===== src/source/lsu_pkg.sv =====
package lsu_pkg;

    typedef logic [31:0] word_t;
    typedef logic [31:0] addr_t;
    typedef logic [29:0] word_addr_t;  // Byte address without the lane bits
    typedef logic [7:0]  seq_tag_t;    // Same tag space as the ROB
    typedef logic [3:0]  byte_mask_t;
    typedef logic [1:0]  byte_off_t;
    typedef logic [2:0]  mem_size_t;   // funct3 of the load/store

    localparam mem_size_t size_byte   = 3'b000;
    localparam mem_size_t size_half   = 3'b001;
    localparam mem_size_t size_word   = 3'b010;
    localparam mem_size_t size_byte_u = 3'b100;
    localparam mem_size_t size_half_u = 3'b101;

    typedef struct packed {
        seq_tag_t  tag;
        addr_t     addr;
        word_t     data;
        mem_size_t size;
    } store_req_t;

    typedef struct packed {
        seq_tag_t  tag;
        addr_t     addr;
        mem_size_t size;
    } load_req_t;

    typedef struct packed {
        seq_tag_t   tag;
        word_addr_t waddr;
        word_t      data;       // Already placed in its lanes
        byte_mask_t byte_mask;
    } sq_store_t;

    typedef struct packed {
        seq_tag_t   tag;
        word_addr_t waddr;
        byte_mask_t byte_mask;
        byte_off_t  offset;
        mem_size_t  size;
    } sq_load_t;

    typedef struct packed {
        seq_tag_t   tag;
        word_t      data;       // Extended by size
        byte_mask_t hit_mask;
        logic       full_hit;
    } load_resp_t;

endpackage


===== src/source/mem_req_decode.sv =====
`timescale 1ns/1ps

module mem_req_decode (
    input  logic                clk,
    input  logic                arst_n,
    input  logic                flush,
    input  logic                st_valid,
    output logic                st_ready,
    input  lsu_pkg::store_req_t st_req,
    input  logic                ld_valid,
    input  lsu_pkg::load_req_t  ld_req,
    output logic                dec_st_valid,
    output lsu_pkg::sq_store_t  dec_st,
    input  logic                sq_ready,
    output logic                dec_ld_valid,
    output lsu_pkg::sq_load_t   dec_ld
);

    lsu_pkg::sq_store_t st_dec;
    lsu_pkg::sq_load_t  ld_dec;
    lsu_pkg::byte_off_t st_off;

    function automatic lsu_pkg::byte_off_t align_off(lsu_pkg::addr_t addr,
                                                     lsu_pkg::mem_size_t size);
        case (size)
            lsu_pkg::size_byte, lsu_pkg::size_byte_u: return addr[1:0];
            lsu_pkg::size_half, lsu_pkg::size_half_u: return {addr[1], 1'b0};
            default: return 2'b00;
        endcase
    endfunction

    function automatic lsu_pkg::byte_mask_t size_mask(lsu_pkg::mem_size_t size,
                                                      lsu_pkg::byte_off_t off);
        case (size)
            lsu_pkg::size_byte, lsu_pkg::size_byte_u: return 4'b0001 << off;
            lsu_pkg::size_half, lsu_pkg::size_half_u: return 4'b0011 << off;
            default: return 4'b1111;
        endcase
    endfunction

    always_comb begin
        st_off           = align_off(st_req.addr, st_req.size);
        st_dec.tag       = st_req.tag;
        st_dec.waddr     = st_req.addr[31:2];
        st_dec.byte_mask = size_mask(st_req.size, st_off);
        case (st_req.size)  // Truncate, then move into the lanes
            lsu_pkg::size_byte, lsu_pkg::size_byte_u:
                st_dec.data = lsu_pkg::word_t'(st_req.data[7:0]) << {st_off, 3'b000};
            lsu_pkg::size_half, lsu_pkg::size_half_u:
                st_dec.data = lsu_pkg::word_t'(st_req.data[15:0]) << {st_off, 3'b000};
            default:
                st_dec.data = st_req.data;
        endcase
    end

    always_comb begin
        ld_dec.tag       = ld_req.tag;
        ld_dec.waddr     = ld_req.addr[31:2];
        ld_dec.offset    = align_off(ld_req.addr, ld_req.size);
        ld_dec.byte_mask = size_mask(ld_req.size, ld_dec.offset);
        ld_dec.size      = ld_req.size;
    end

    // Empty slot, or the queue takes the held store this cycle
    assign st_ready = !dec_st_valid || sq_ready;

    always_ff @(posedge clk or negedge arst_n) begin
        if (!arst_n) begin
            dec_st_valid <= 1'b0;
            dec_ld_valid <= 1'b0;
        end else if (flush) begin
            dec_st_valid <= 1'b0;
            dec_ld_valid <= 1'b0;
        end else begin
            if (st_ready) begin
                dec_st_valid <= st_valid;
            end
            dec_ld_valid <= ld_valid;
        end
    end

    always_ff @(posedge clk) begin
        if (st_valid && st_ready) begin
            dec_st <= st_dec;
        end
        if (ld_valid) begin
            dec_ld <= ld_dec;
        end
    end

endmodule


===== src/source/store_drain_apb.sv =====
`timescale 1ns/1ps

module store_drain_apb (
    input  logic                clk,
    input  logic                arst_n,
    input  logic                drain_valid,
    input  lsu_pkg::sq_store_t  drain_entry,
    output logic                drain_pop,
    output lsu_pkg::addr_t      paddr,
    output logic                psel,
    output logic                penable,
    output logic                pwrite,
    output lsu_pkg::word_t      pwdata,
    output lsu_pkg::byte_mask_t pstrb,
    input  logic                pready,
    input  logic                pslverr,
    output logic                drain_error
);

    typedef enum logic [1:0] {
        st_idle,
        st_setup,
        st_access
    } drain_state_t;

    drain_state_t state;
    drain_state_t state_nxt;

    always_comb begin
        state_nxt = state;
        case (state)
            st_idle: begin
                if (drain_valid) begin
                    state_nxt = st_setup;
                end
            end
            st_setup: state_nxt = st_access;
            st_access: begin
                if (pready) begin
                    state_nxt = st_idle;  // Idle gap before next transfer
                end
            end
            default: state_nxt = st_idle;
        endcase
    end

    always_ff @(posedge clk or negedge arst_n) begin
        if (!arst_n) begin
            state       <= st_idle;
            drain_error <= 1'b0;
        end else begin
            state <= state_nxt;
            if (drain_pop && pslverr) begin
                drain_error <= 1'b1;  // Sticky
            end
        end
    end

    // Bus fields held stable for the whole transfer
    always_ff @(posedge clk) begin
        if (state == st_idle && drain_valid) begin
            paddr  <= {drain_entry.waddr, 2'b00};
            pwdata <= drain_entry.data;
            pstrb  <= drain_entry.byte_mask;
        end
    end

    assign psel      = (state != st_idle);
    assign penable   = (state == st_access);
    assign pwrite    = 1'b1;  // Write-only master
    assign drain_pop = (state == st_access) && pready;

endmodule


===== src/source/store_queue.sv =====
`timescale 1ns/1ps

module store_queue #(
    parameter int sq_depth = 8
) (
    input  logic                clk,
    input  logic                arst_n,
    input  logic                flush,
    input  logic                dec_st_valid,
    input  lsu_pkg::sq_store_t  dec_st,
    output logic                sq_ready,
    input  logic                dec_ld_valid,
    input  lsu_pkg::sq_load_t   dec_ld,
    input  logic                commit_valid,
    output logic                ld_resp_valid,
    output lsu_pkg::load_resp_t ld_resp,
    output logic                drain_valid,
    output lsu_pkg::sq_store_t  drain_entry,
    input  logic                drain_pop
);

    localparam int pw = $clog2(sq_depth);

    lsu_pkg::sq_store_t  entries [sq_depth];
    logic [pw:0]         head;     // Oldest entry, next to drain
    logic [pw:0]         cmt;      // First uncommitted entry
    logic [pw:0]         tail;     // Next free slot
    logic [pw:0]         count;
    logic [pw:0]         cmt_nxt;
    logic                alloc;
    lsu_pkg::word_t      fwd_data;
    lsu_pkg::byte_mask_t fwd_mask;
    lsu_pkg::word_t      shifted;
    lsu_pkg::load_resp_t resp;

    // Negative tag difference means a is older than b
    function automatic logic is_older(lsu_pkg::seq_tag_t a, lsu_pkg::seq_tag_t b);
        lsu_pkg::seq_tag_t diff;
        diff = a - b;
        return diff[7];
    endfunction

    assign count    = tail - head;
    assign sq_ready = !count[pw];  // MSB set only when all slots are used
    assign alloc    = dec_st_valid && sq_ready;
    assign cmt_nxt  = cmt + {{pw{1'b0}}, commit_valid};

    always_ff @(posedge clk or negedge arst_n) begin
        if (!arst_n) begin
            head          <= '0;
            cmt           <= '0;
            tail          <= '0;
            ld_resp_valid <= 1'b0;
        end else begin
            head <= head + {{pw{1'b0}}, drain_pop};
            cmt  <= cmt_nxt;
            if (flush) begin
                tail <= cmt_nxt;  // Speculative stores are gone
            end else begin
                tail <= tail + {{pw{1'b0}}, alloc};
            end
            ld_resp_valid <= dec_ld_valid;
        end
    end

    always_ff @(posedge clk) begin
        if (alloc) begin
            entries[tail[pw-1:0]] <= dec_st;
        end
        if (dec_ld_valid) begin
            ld_resp <= resp;
        end
    end

    assign drain_valid = (head != cmt);
    assign drain_entry = entries[head[pw-1:0]];

    // Walk from oldest to youngest so younger stores overwrite per lane.
    // The store still held in decode is younger than every queued entry,
    // so it is checked last.
    always_comb begin : fwd_lookup
        logic [pw-1:0]      idx;
        lsu_pkg::sq_store_t cand;
        logic               cand_ok;
        idx      = '0;
        fwd_data = '0;
        fwd_mask = '0;
        for (int k = 0; k <= sq_depth; k++) begin
            if (k < sq_depth) begin
                idx     = head[pw-1:0] + pw'(k);
                cand    = entries[idx];
                cand_ok = (k < int'(count));
            end else begin
                cand    = dec_st;
                cand_ok = dec_st_valid;
            end
            if (cand_ok && cand.waddr == dec_ld.waddr && is_older(cand.tag, dec_ld.tag)) begin
                for (int b = 0; b < 4; b++) begin
                    if (cand.byte_mask[b]) begin
                        fwd_data[8*b +: 8] = cand.data[8*b +: 8];
                        fwd_mask[b]        = 1'b1;
                    end
                end
            end
        end
    end

    always_comb begin
        shifted       = fwd_data >> {dec_ld.offset, 3'b000};
        resp.tag      = dec_ld.tag;
        resp.hit_mask = fwd_mask & dec_ld.byte_mask;
        resp.full_hit = (resp.hit_mask == dec_ld.byte_mask);
        case (dec_ld.size)
            lsu_pkg::size_byte:   resp.data = {{24{shifted[7]}}, shifted[7:0]};
            lsu_pkg::size_byte_u: resp.data = {24'h0, shifted[7:0]};
            lsu_pkg::size_half:   resp.data = {{16{shifted[15]}}, shifted[15:0]};
            lsu_pkg::size_half_u: resp.data = {16'h0, shifted[15:0]};
            default:              resp.data = shifted;  // LW
        endcase
    end

endmodule


===== src/source/store_queue_top.sv =====
`timescale 1ns/1ps

module store_queue_top #(
    parameter int sq_depth = 8
) (
    input  logic                clk,
    input  logic                arst_n,
    input  logic                st_valid,
    output logic                st_ready,
    input  lsu_pkg::store_req_t st_req,
    input  logic                ld_valid,
    input  lsu_pkg::load_req_t  ld_req,
    output logic                ld_resp_valid,
    output lsu_pkg::load_resp_t ld_resp,
    input  logic                commit_valid,
    input  logic                flush,
    output lsu_pkg::addr_t      paddr,
    output logic                psel,
    output logic                penable,
    output logic                pwrite,
    output lsu_pkg::word_t      pwdata,
    output lsu_pkg::byte_mask_t pstrb,
    input  logic                pready,
    input  logic                pslverr,
    output logic                drain_error
);

    logic               dec_st_valid;
    lsu_pkg::sq_store_t dec_st;
    logic               sq_ready;
    logic               dec_ld_valid;
    lsu_pkg::sq_load_t  dec_ld;
    logic               drain_valid;
    lsu_pkg::sq_store_t drain_entry;
    logic               drain_pop;

    mem_req_decode u_decode (
        .clk          (clk),
        .arst_n       (arst_n),
        .flush        (flush),
        .st_valid     (st_valid),
        .st_ready     (st_ready),
        .st_req       (st_req),
        .ld_valid     (ld_valid),
        .ld_req       (ld_req),
        .dec_st_valid (dec_st_valid),
        .dec_st       (dec_st),
        .sq_ready     (sq_ready),
        .dec_ld_valid (dec_ld_valid),
        .dec_ld       (dec_ld)
    );

    store_queue #(
        .sq_depth (sq_depth)
    ) u_queue (
        .clk           (clk),
        .arst_n        (arst_n),
        .flush         (flush),
        .dec_st_valid  (dec_st_valid),
        .dec_st        (dec_st),
        .sq_ready      (sq_ready),
        .dec_ld_valid  (dec_ld_valid),
        .dec_ld        (dec_ld),
        .commit_valid  (commit_valid),
        .ld_resp_valid (ld_resp_valid),
        .ld_resp       (ld_resp),
        .drain_valid   (drain_valid),
        .drain_entry   (drain_entry),
        .drain_pop     (drain_pop)
    );

    store_drain_apb u_drain (
        .clk         (clk),
        .arst_n      (arst_n),
        .drain_valid (drain_valid),
        .drain_entry (drain_entry),
        .drain_pop   (drain_pop),
        .paddr       (paddr),
        .psel        (psel),
        .penable     (penable),
        .pwrite      (pwrite),
        .pwdata      (pwdata),
        .pstrb       (pstrb),
        .pready      (pready),
        .pslverr     (pslverr),
        .drain_error (drain_error)
    );

endmodule


===== config.mk =====
export PLATFORM = sky130hd
export DESIGN_NAME = store_queue_top
export DESIGN_NICKNAME = d
export VERILOG_FILES = /design/src/source/lsu_pkg.sv /design/src/source/mem_req_decode.sv /design/src/source/store_drain_apb.sv /design/src/source/store_queue.sv /design/src/source/store_queue_top.sv
export SDC_FILE = /design/constraint.sdc
export NUM_CORES = 2
export LEC_CHECK = 0
export ABC_AREA = 1
export BUFFER_PORTS_ARGS = -buffer_cell sky130_fd_sc_hd__buf_2
export CAP_MARGIN = 5
export CORE_MARGIN = 5
export CORE_UTILIZATION = 30
export DETAILED_ROUTE_END_ITERATION = 7
export SYNTH_ARGS = -nofsm -noshare
export SYNTH_HDL_FRONTEND = slang
export SYNTH_SLANG_ARGS = --single-unit

===== constraint.sdc =====
create_clock -name clk -period 13.2 [get_ports clk]
set_input_delay 1.32 -clock clk [delete_from_list [all_inputs] [get_ports clk]]
set_output_delay 1.32 -clock clk [all_outputs]
set_load 0.03 [all_outputs]

Word level (Yosys, flattened, before mapping):

Memory sizes are Yosys's and may differ from the RTL's.
Cells that the tools add are included.

* $add $sub $neg: 20
* magnitude comparators: 8
* equality and inequality tests: 24
* shift-type cells: 7
* muxes and demuxes: 105
* bitwise logic cells: 1
* reduce and logical (&&, ||, !) cells: 37

Operator list (number)
* two-way mux 32 bit: 9
* two-way mux 8 bit: 36
* equality test 30 bit: 9
* one-hot mux 32 bit (4 select lines): 1
* subtractor 8 bit: 9
* one-hot mux 32 bit (2 select lines): 1
* two-way mux 1 bit: 41
* two-way mux 4 bit: 10
* << shifter 16 x 5 -> 32 bit: 1
* << shifter 8 x 5 -> 32 bit: 1
* right shift 32 x 5 -> 32 bit: 1
* logical AND 1 bit: 23
* equality test 3 bit (second input constant): 6
* less-than comparator 3 x 4 -> 1 bit (first input constant): 4
* one-hot mux 4 bit (2 select lines): 2
* adder 3 bit (second input constant): 4
* adder 4 x 1 -> 4 bit: 3
* equality test 3 x 1 -> 1 bit (second input constant): 3
* zero test 3 bit: 3
* less-than comparator 1 x 4 -> 1 bit (first input constant): 2
* less-than comparator 2 x 4 -> 1 bit (first input constant): 2
* one-hot mux 2 bit (2 select lines): 2
* OR reduction 2 bit: 4
* << shifter 1 x 2 -> 4 bit (first input constant): 2
* 17 further kinds: 23

* register bits: 250
* bits in writable memories: 592
* bits of input ports: 126
* output and inout bits: 119
* memories: 1

Memory list
* u_queue.entries: depth 8, width 74, read ports 8, clocked after memory_dff 0, wr ports 1, RTL line store_queue.sv:24 `lsu_pkg::sq_store_t entries [sq_depth];`

Depth between registers and ports, before layout:

* depth after elaboration: 23
* gate-level depth with buffers: 50
* depth with buffers taken out: 34

By module:

From an unflattened synthesis, not the netlist that was laid out.

* cells, all modules: 7558
* area total of the unflattened synthesis: 56919.6 um^2

Modules (own cells, without submodules)
* store_queue: times used 1, cells an instance 7205, area an instance 50400.8 um^2
* mem_req_decode: times used 1, cells an instance 264, area an instance 4369.2 um^2
* store_drain_apb: times used 1, cells an instance 89, area an instance 2149.6 um^2

Least setup slack after synthesis:

Ideal clock, no wire load.

* path type: register -> register
* from: register u_queue.head[0]
* to: register, netlist name u_queue.ld_resp[29]
* library setup time: 0.260 ns
* data arrival time: 7.136 ns
* path slack: 5.804 ns
* stages on the path, launching flop included: 45
* buffers on the path: 18
* cell sequence: dfrtp_1 > inv_2 > buf_2 > buf_2 > buf_2 > buf_2 > clkbuf_1 > clkbuf_1 > clkbuf_1 > buf_2 > buf_1 > ha_1 > buf_2 > buf_2 > buf_2 > buf_2 > clkbuf_1 > clkbuf_1 > [9 not listed] > nand3_1 > nand2_1 > nand3_2 > nand2_1 > inv_1 > nand2_1 > nand2_1 > nand2_1 > nand2_1 > nand2_1 > nand2_1 > nand2_1 > nand2_1 > nand3_1 > nand2_1 > nand2_2 > buf_4 > nand3_1

RTL lines
* start, declared: RTL line store_queue.sv:25 `logic [pw:0] head;`
* start signal, assigned: RTL line store_queue.sv:55 `head <= head + {{pw{1'b0}}, drain_pop};`

==> impl_metrics.xml <==
<?xml version="1.0" encoding="UTF-8"?>
<metrics>
  <group name="yosys">
    <metric name="seq_area_frac_synth" unit="%">44.6</metric>
    <metric name="synth.area.mux_share" unit="%">1.23</metric>
    <metric name="synthDominantAreaCellType" unit="">sky130_fd_sc_hd__edfxtp_1</metric>
    <metric name="synth-compound-area-share" unit="%">11.1</metric>
    <metric name="yosys.area_share.simple" unit="%">32.3</metric>
    <metric name="yosys-top-cells-area" unit="">sky130_fd_sc_hd__edfxtp_1, sky130_fd_sc_hd__nand2_1, sky130_fd_sc_hd__nand3_1</metric>
    <metric name="synth_cells" unit="">7600</metric>
    <metric name="yosys_warnings" unit="">0</metric>
    <metric name="synth.distinct_cells" unit="">54</metric>
    <metric name="largest_family_of_logic_cells_by_synthesized_area" unit="">simple AND/OR/NAND/NOR gates</metric>
    <metric name="synthXorXnorAreaFrac" unit="%">1.58</metric>
    <metric name="syn-mean-instance-area" unit="sq um">7.43</metric>
    <metric name="synth.cell_area" unit="sq um">56400</metric>
    <metric name="ys_ff_latch" unit="">842</metric>
    <metric name="synth_area_in_adders" unit="%">1.50</metric>
    <metric name="synthDominantCellAreaShare" unit="%">43.8</metric>
  </group>
  <group name="routing">
    <metric name="route.detailed.vias_per_inst" unit="">5.34</metric>
    <metric name="route.vias.total" unit="">54200</metric>
    <metric name="drc" unit="">3</metric>
    <metric name="wl_met3" unit="microns">20700</metric>
    <metric name="met1_length" unit="microns">89300</metric>
    <metric name="drt_pre_antenna_iters" unit="">8</metric>
    <metric name="top_signal_layer_used" unit="">met5</metric>
    <metric name="wire_per_inst" unit="microns">21.7</metric>
    <metric name="route.antenna.remaining_nets" unit="">0</metric>
    <metric name="drt_iter0_markers" unit="">6502</metric>
    <metric name="met2RoutedLength" unit="microns">98900</metric>
    <metric name="totalWireLength" unit="microns">220000</metric>
  </group>
  <group name="sta">
    <metric name="setup_tns" unit="ns">0</metric>
    <metric name="worst_slew_margin_rel" unit="%">23.5</metric>
    <metric name="finalMaxSlewViolations" unit="">0</metric>
    <metric name="transition_at_the_pin_with_the_smallest_max_transition_slack" unit="ns">1.13</metric>
    <metric name="max_freq" unit="MHz">127</metric>
    <metric name="setup_viol" unit="">0</metric>
    <metric name="finalHoldViolations" unit="">0</metric>
    <metric name="worst_clock_skew" unit="ns">0.0323</metric>
    <metric name="grt_setup_unrepaired" unit="">false</metric>
    <metric name="final.period_utilization" unit="%">59.8</metric>
    <metric name="finalCriticalPeriod" unit="ns">7.89</metric>
  </group>
  <group name="power">
    <metric name="pwr-share-comb" unit="%">64.1</metric>
    <metric name="power_density" unit="nW/um^2">298</metric>
    <metric name="max-vdd-ir-drop" unit="V">0.000246</metric>
    <metric name="power.leakage" unit="nW">27.0</metric>
    <metric name="netSwitchingPower" unit="mW">10.5</metric>
    <metric name="p_clk_share" unit="%">15.0</metric>
    <metric name="switching_share" unit="%">56.0</metric>
    <metric name="p_int" unit="mW">8.23</metric>
    <metric name="seq_power_share" unit="%">20.9</metric>
  </group>
  <group name="setup_path">
    <metric name="r2r_end" unit="">u_queue.ld_resp[32]</metric>
    <metric name="regToRegSetupSlack" unit="ns">5.31</metric>
    <metric name="timing.critical_path.fanout_max" unit="">71</metric>
    <metric name="worstSetupStartpointType" unit="">register</metric>
    <metric name="crit_chain" unit="">inv_8 &gt; ha_4 &gt; buf_4 &gt; buf_4 &gt; nand3_1 &gt; and2_1 &gt; nand2_1 &gt; nand2_1 &gt; a211oi_1 &gt; nand3_1 &gt; nor2_1 &gt; nand2_1 &gt; nor2_2 &gt; nand3b_1 &gt; o21ai_1 &gt; inv_1 &gt; nand2_1 &gt; nand2_1 &gt; nand2_1 &gt; nand2_1 &gt; nand3_1 &gt; nand2_1 &gt; nand2_2 &gt; nand3_1</metric>
    <metric name="timing.reg2reg.worst_path_depth" unit="">24</metric>
    <metric name="worst_path_dominant_cell_family" unit="">simple AND/OR/NAND/NOR gates</metric>
    <metric name="timing.setup.critical_path_class" unit="">reg2reg</metric>
    <metric name="critical_path.slowest_cell" unit="">sky130_fd_sc_hd__buf_4</metric>
    <metric name="worst_path_most_repeated_cell" unit="">sky130_fd_sc_hd__nand2_1</metric>
    <metric name="critical-path-max-stage-delay" unit="ns">0.78</metric>
    <metric name="buffer_and_inverter_count_on_the_worst_path" unit="">4</metric>
    <metric name="cp.arrival" unit="ns">8.35</metric>
    <metric name="regToRegStartpoint" unit="">u_queue.head[1]</metric>
    <metric name="endpoint_kind" unit="">register</metric>
    <metric name="crit_required" unit="ns">13.66</metric>
  </group>
  <group name="status">
    <metric name="status" unit="">finished with violations</metric>
    <metric name="violations" unit="">DRC</metric>
  </group>
  <group name="global_routing">
    <metric name="grtUsageTotal" unit="%">21.5</metric>
    <metric name="pin_count_of_the_biggest_net_entering_global_routing" unit="">175</metric>
    <metric name="antenna_found_initial" unit="">9</metric>
    <metric name="first_global_vias" unit="">49300</metric>
    <metric name="overflow" unit="">0</metric>
    <metric name="grt_first_pass_wirelength" unit="microns">320000</metric>
  </group>
  <group name="clock_network">
    <metric name="clk_pin_slew" unit="ns">0.06</metric>
    <metric name="cts_tree" unit="">yes</metric>
    <metric name="cts_repair_resize_count" unit="">0</metric>
    <metric name="number_of_buffers_inserted_by_hold_repair_at_cts" unit="">0</metric>
    <metric name="cts-buffers-inserted" unit="">98</metric>
    <metric name="post_cts.repair.setup_buffers" unit="">0</metric>
    <metric name="worstSkewPairLatency" unit="ns">0.74</metric>
    <metric name="clock_tree.buffer_depth" unit="">3</metric>
    <metric name="h-tree-depth" unit="">3</metric>
    <metric name="cts_num_sinks" unit="">842</metric>
    <metric name="cts.root.buffer_cell" unit="">sky130_fd_sc_hd__clkbuf_16</metric>
  </group>
  <group name="hold_path">
    <metric name="holdPathStages" unit="">0</metric>
    <metric name="holdPathEnd" unit="">u_queue.ld_resp_valid</metric>
    <metric name="hold_path_startpoint" unit="">u_decode.dec_ld_valid</metric>
    <metric name="worstHoldPathType" unit="">reg2reg</metric>
  </group>
  <group name="finish">
    <metric name="finalNetCount" unit="">7750</metric>
    <metric name="nFillCells" unit="">19600</metric>
    <metric name="sequential_area" unit="sq um">25200</metric>
    <metric name="post_layout_nonfiller_instances" unit="">10100</metric>
    <metric name="multiInputGateArea" unit="sq um">27000</metric>
    <metric name="area_growth_syn_to_layout" unit="%">11.4</metric>
    <metric name="drive_gt1_share" unit="%">7.55</metric>
  </group>
  <group name="die">
    <metric name="fp.coreArea" unit="sq um">187000</metric>
    <metric name="die_w" unit="microns">444</metric>
    <metric name="top_level_ports" unit="">245</metric>
    <metric name="floorplan.die.height" unit="microns">444</metric>
    <metric name="initial_utilization" unit="%">30.1</metric>
    <metric name="floorplan.die_area" unit="sq um">197000</metric>
    <metric name="core.rowCount" unit="">159</metric>
  </group>
  <group name="placement">
    <metric name="portBuffers" unit="">240</metric>
    <metric name="dp.cells" unit="">9952</metric>
    <metric name="gp_congestion" unit="">1.04</metric>
    <metric name="dp_hpwl" unit="microns">151000</metric>
  </group>
  <group name="run">
    <metric name="max_cap_violations" unit="">0</metric>
  </group>
</metrics>
-- layout by cell type (no fill, tap or decap), types with 22 or more instances in the layout --
cell type and count:
sky130_fd_sc_hd__a21oi_1 59, sky130_fd_sc_hd__and2_1 25, sky130_fd_sc_hd__buf_2 239, sky130_fd_sc_hd__buf_4 70, sky130_fd_sc_hd__clkbuf_16 98, sky130_fd_sc_hd__clkinv_1 34
sky130_fd_sc_hd__edfxtp_1 824, sky130_fd_sc_hd__ha_1 64, sky130_fd_sc_hd__inv_1 601, sky130_fd_sc_hd__mux2i_1 66, sky130_fd_sc_hd__nand2_1 2645, sky130_fd_sc_hd__nand3_1 1277
sky130_fd_sc_hd__nand4_1 46, sky130_fd_sc_hd__nor2_1 192, sky130_fd_sc_hd__o211ai_1 86, sky130_fd_sc_hd__o21a_1 28, sky130_fd_sc_hd__o21ai_0 849, sky130_fd_sc_hd__o22ai_1 24
sky130_fd_sc_hd__or2_2 41, sky130_fd_sc_hd__xnor2_1 22, sky130_fd_sc_hd__xor2_1 75
-- synthesized netlist by cell type, drive strengths merged --
cell     number
a211oi       21
a21boi        2
a21oi        59
a221oi        4
a22o          2
a31o          1
a31oi        15
a32o          1
a41oi         2
and2         27
buf         220
clkbuf      235
clkinv       17
conb          2
dfrtp        18
edfxtp      824
fa            1
ha           66
inv         614
mux2          3
mux2i        66
nand2      2648
nand3      1287
nand3b        7
nand4        46
nor2        212
nor3          9
nor3b         1
nor4         10
o2111ai       4
o211ai       86
o21a         28
o21ai       867
o21bai        7
o22ai        24
o31ai        21
or2          43
xnor2        23
xor2         77
-- power groups by stage --
| stage | Clock [mW] | Combinational, mW | Sequential, mW |
|---|---|---|---|
| global route | 2.97 | 13.1 | 3.95 |
| global placement | 0 | 11.6 | 3.95 |
| CTS | 2.87 | 11.7 | 3.91 |
| floorplan | 0 | 7.78 | 4.03 |
| detailed placement | 0 | 11.7 | 3.96 |
| finish | 2.81 | 12.0 | 3.90 |
-- flip-flops by register name (all words and copies together) (netlist names) --
register               flops
u_decode.dec_ld           47
u_decode.dec_st_valid      1
u_queue.ld_resp_valid      1
u_queue.tail               4
u_queue.entries          592
u_queue.cmt                4
u_queue.head               4
u_decode.dec_ld_valid      1
u_drain.paddr             30
u_decode.dec_st           74
u_drain.pwdata            32
u_queue.ld_resp           45
u_drain.pstrb              4
u_drain.drain_error        1
u_drain.state              2
-- area by class of cell --
class	count	area share (%)
multi-input combinational	5673	43.0
clock inverter	80	1.38
antenna	2	0.00796
tap	2495	4.96
sequential	842	40.1
timing repair buffer	311	2.80
inverter	631	3.83
clock buffer	104	3.94
-- per-stage QoR --
step	setup slack (ns)	power, mW	hold slack [ns]	area (sq um)	util (%)
after detailed placement	5.39	15.7	0.403	59500	31.8
after CTS	5.38	18.5	0.416	62900	33.6
after global placement	5.46	15.5	0.395	59500	31.8
after floorplan	5.80	11.8	0.424	56400	-
final	5.31	18.7	0.410	62900	33.6
after global routing	4.92	20.0	0.429	62900	33.6
-- per-layer routing --
layer | vias to the layer above | GRT usage, %
met5 | - | 0
li1 | 25500 | -
met3 | 531 | 3.94
met1 | 25300 | 28.0
met4 | 12 | 10.2
met2 | 2754 | 34.4
-- cell families (layout without fill, tap and decap cells) --
kind of cell / Yosys count / count (layout)
AOI/OAI and AO/OA: 1144 / 1144
xor gates and xnor gates: 100 / 100
adders and majority gates: 67 / 67
buffers and inverters: 1086 / 1126
DFF: 842 / 842
muxes: 69 / 69
other: 2 / 5
and+or+nand+nor: 4290 / 4290
-- worst max path at each step --
stage | cells past startpoint | endpoint | slack, ns | from
floorplan | 44 | u_queue.ld_resp[29] | 5.80 | u_queue.head[0]
global placement | 24 | u_queue.ld_resp[35] | 5.46 | u_queue.head[1]
detailed placement | 24 | u_queue.ld_resp[32] | 5.39 | u_queue.head[1]
CTS | 24 | u_queue.ld_resp[32] | 5.38 | u_queue.head[1]
global route | 24 | u_queue.ld_resp[32] | 4.92 | u_queue.head[0]
finish | 24 | u_queue.ld_resp[32] | 5.31 | u_queue.head[1]
(Power assumes the default switching activity.)
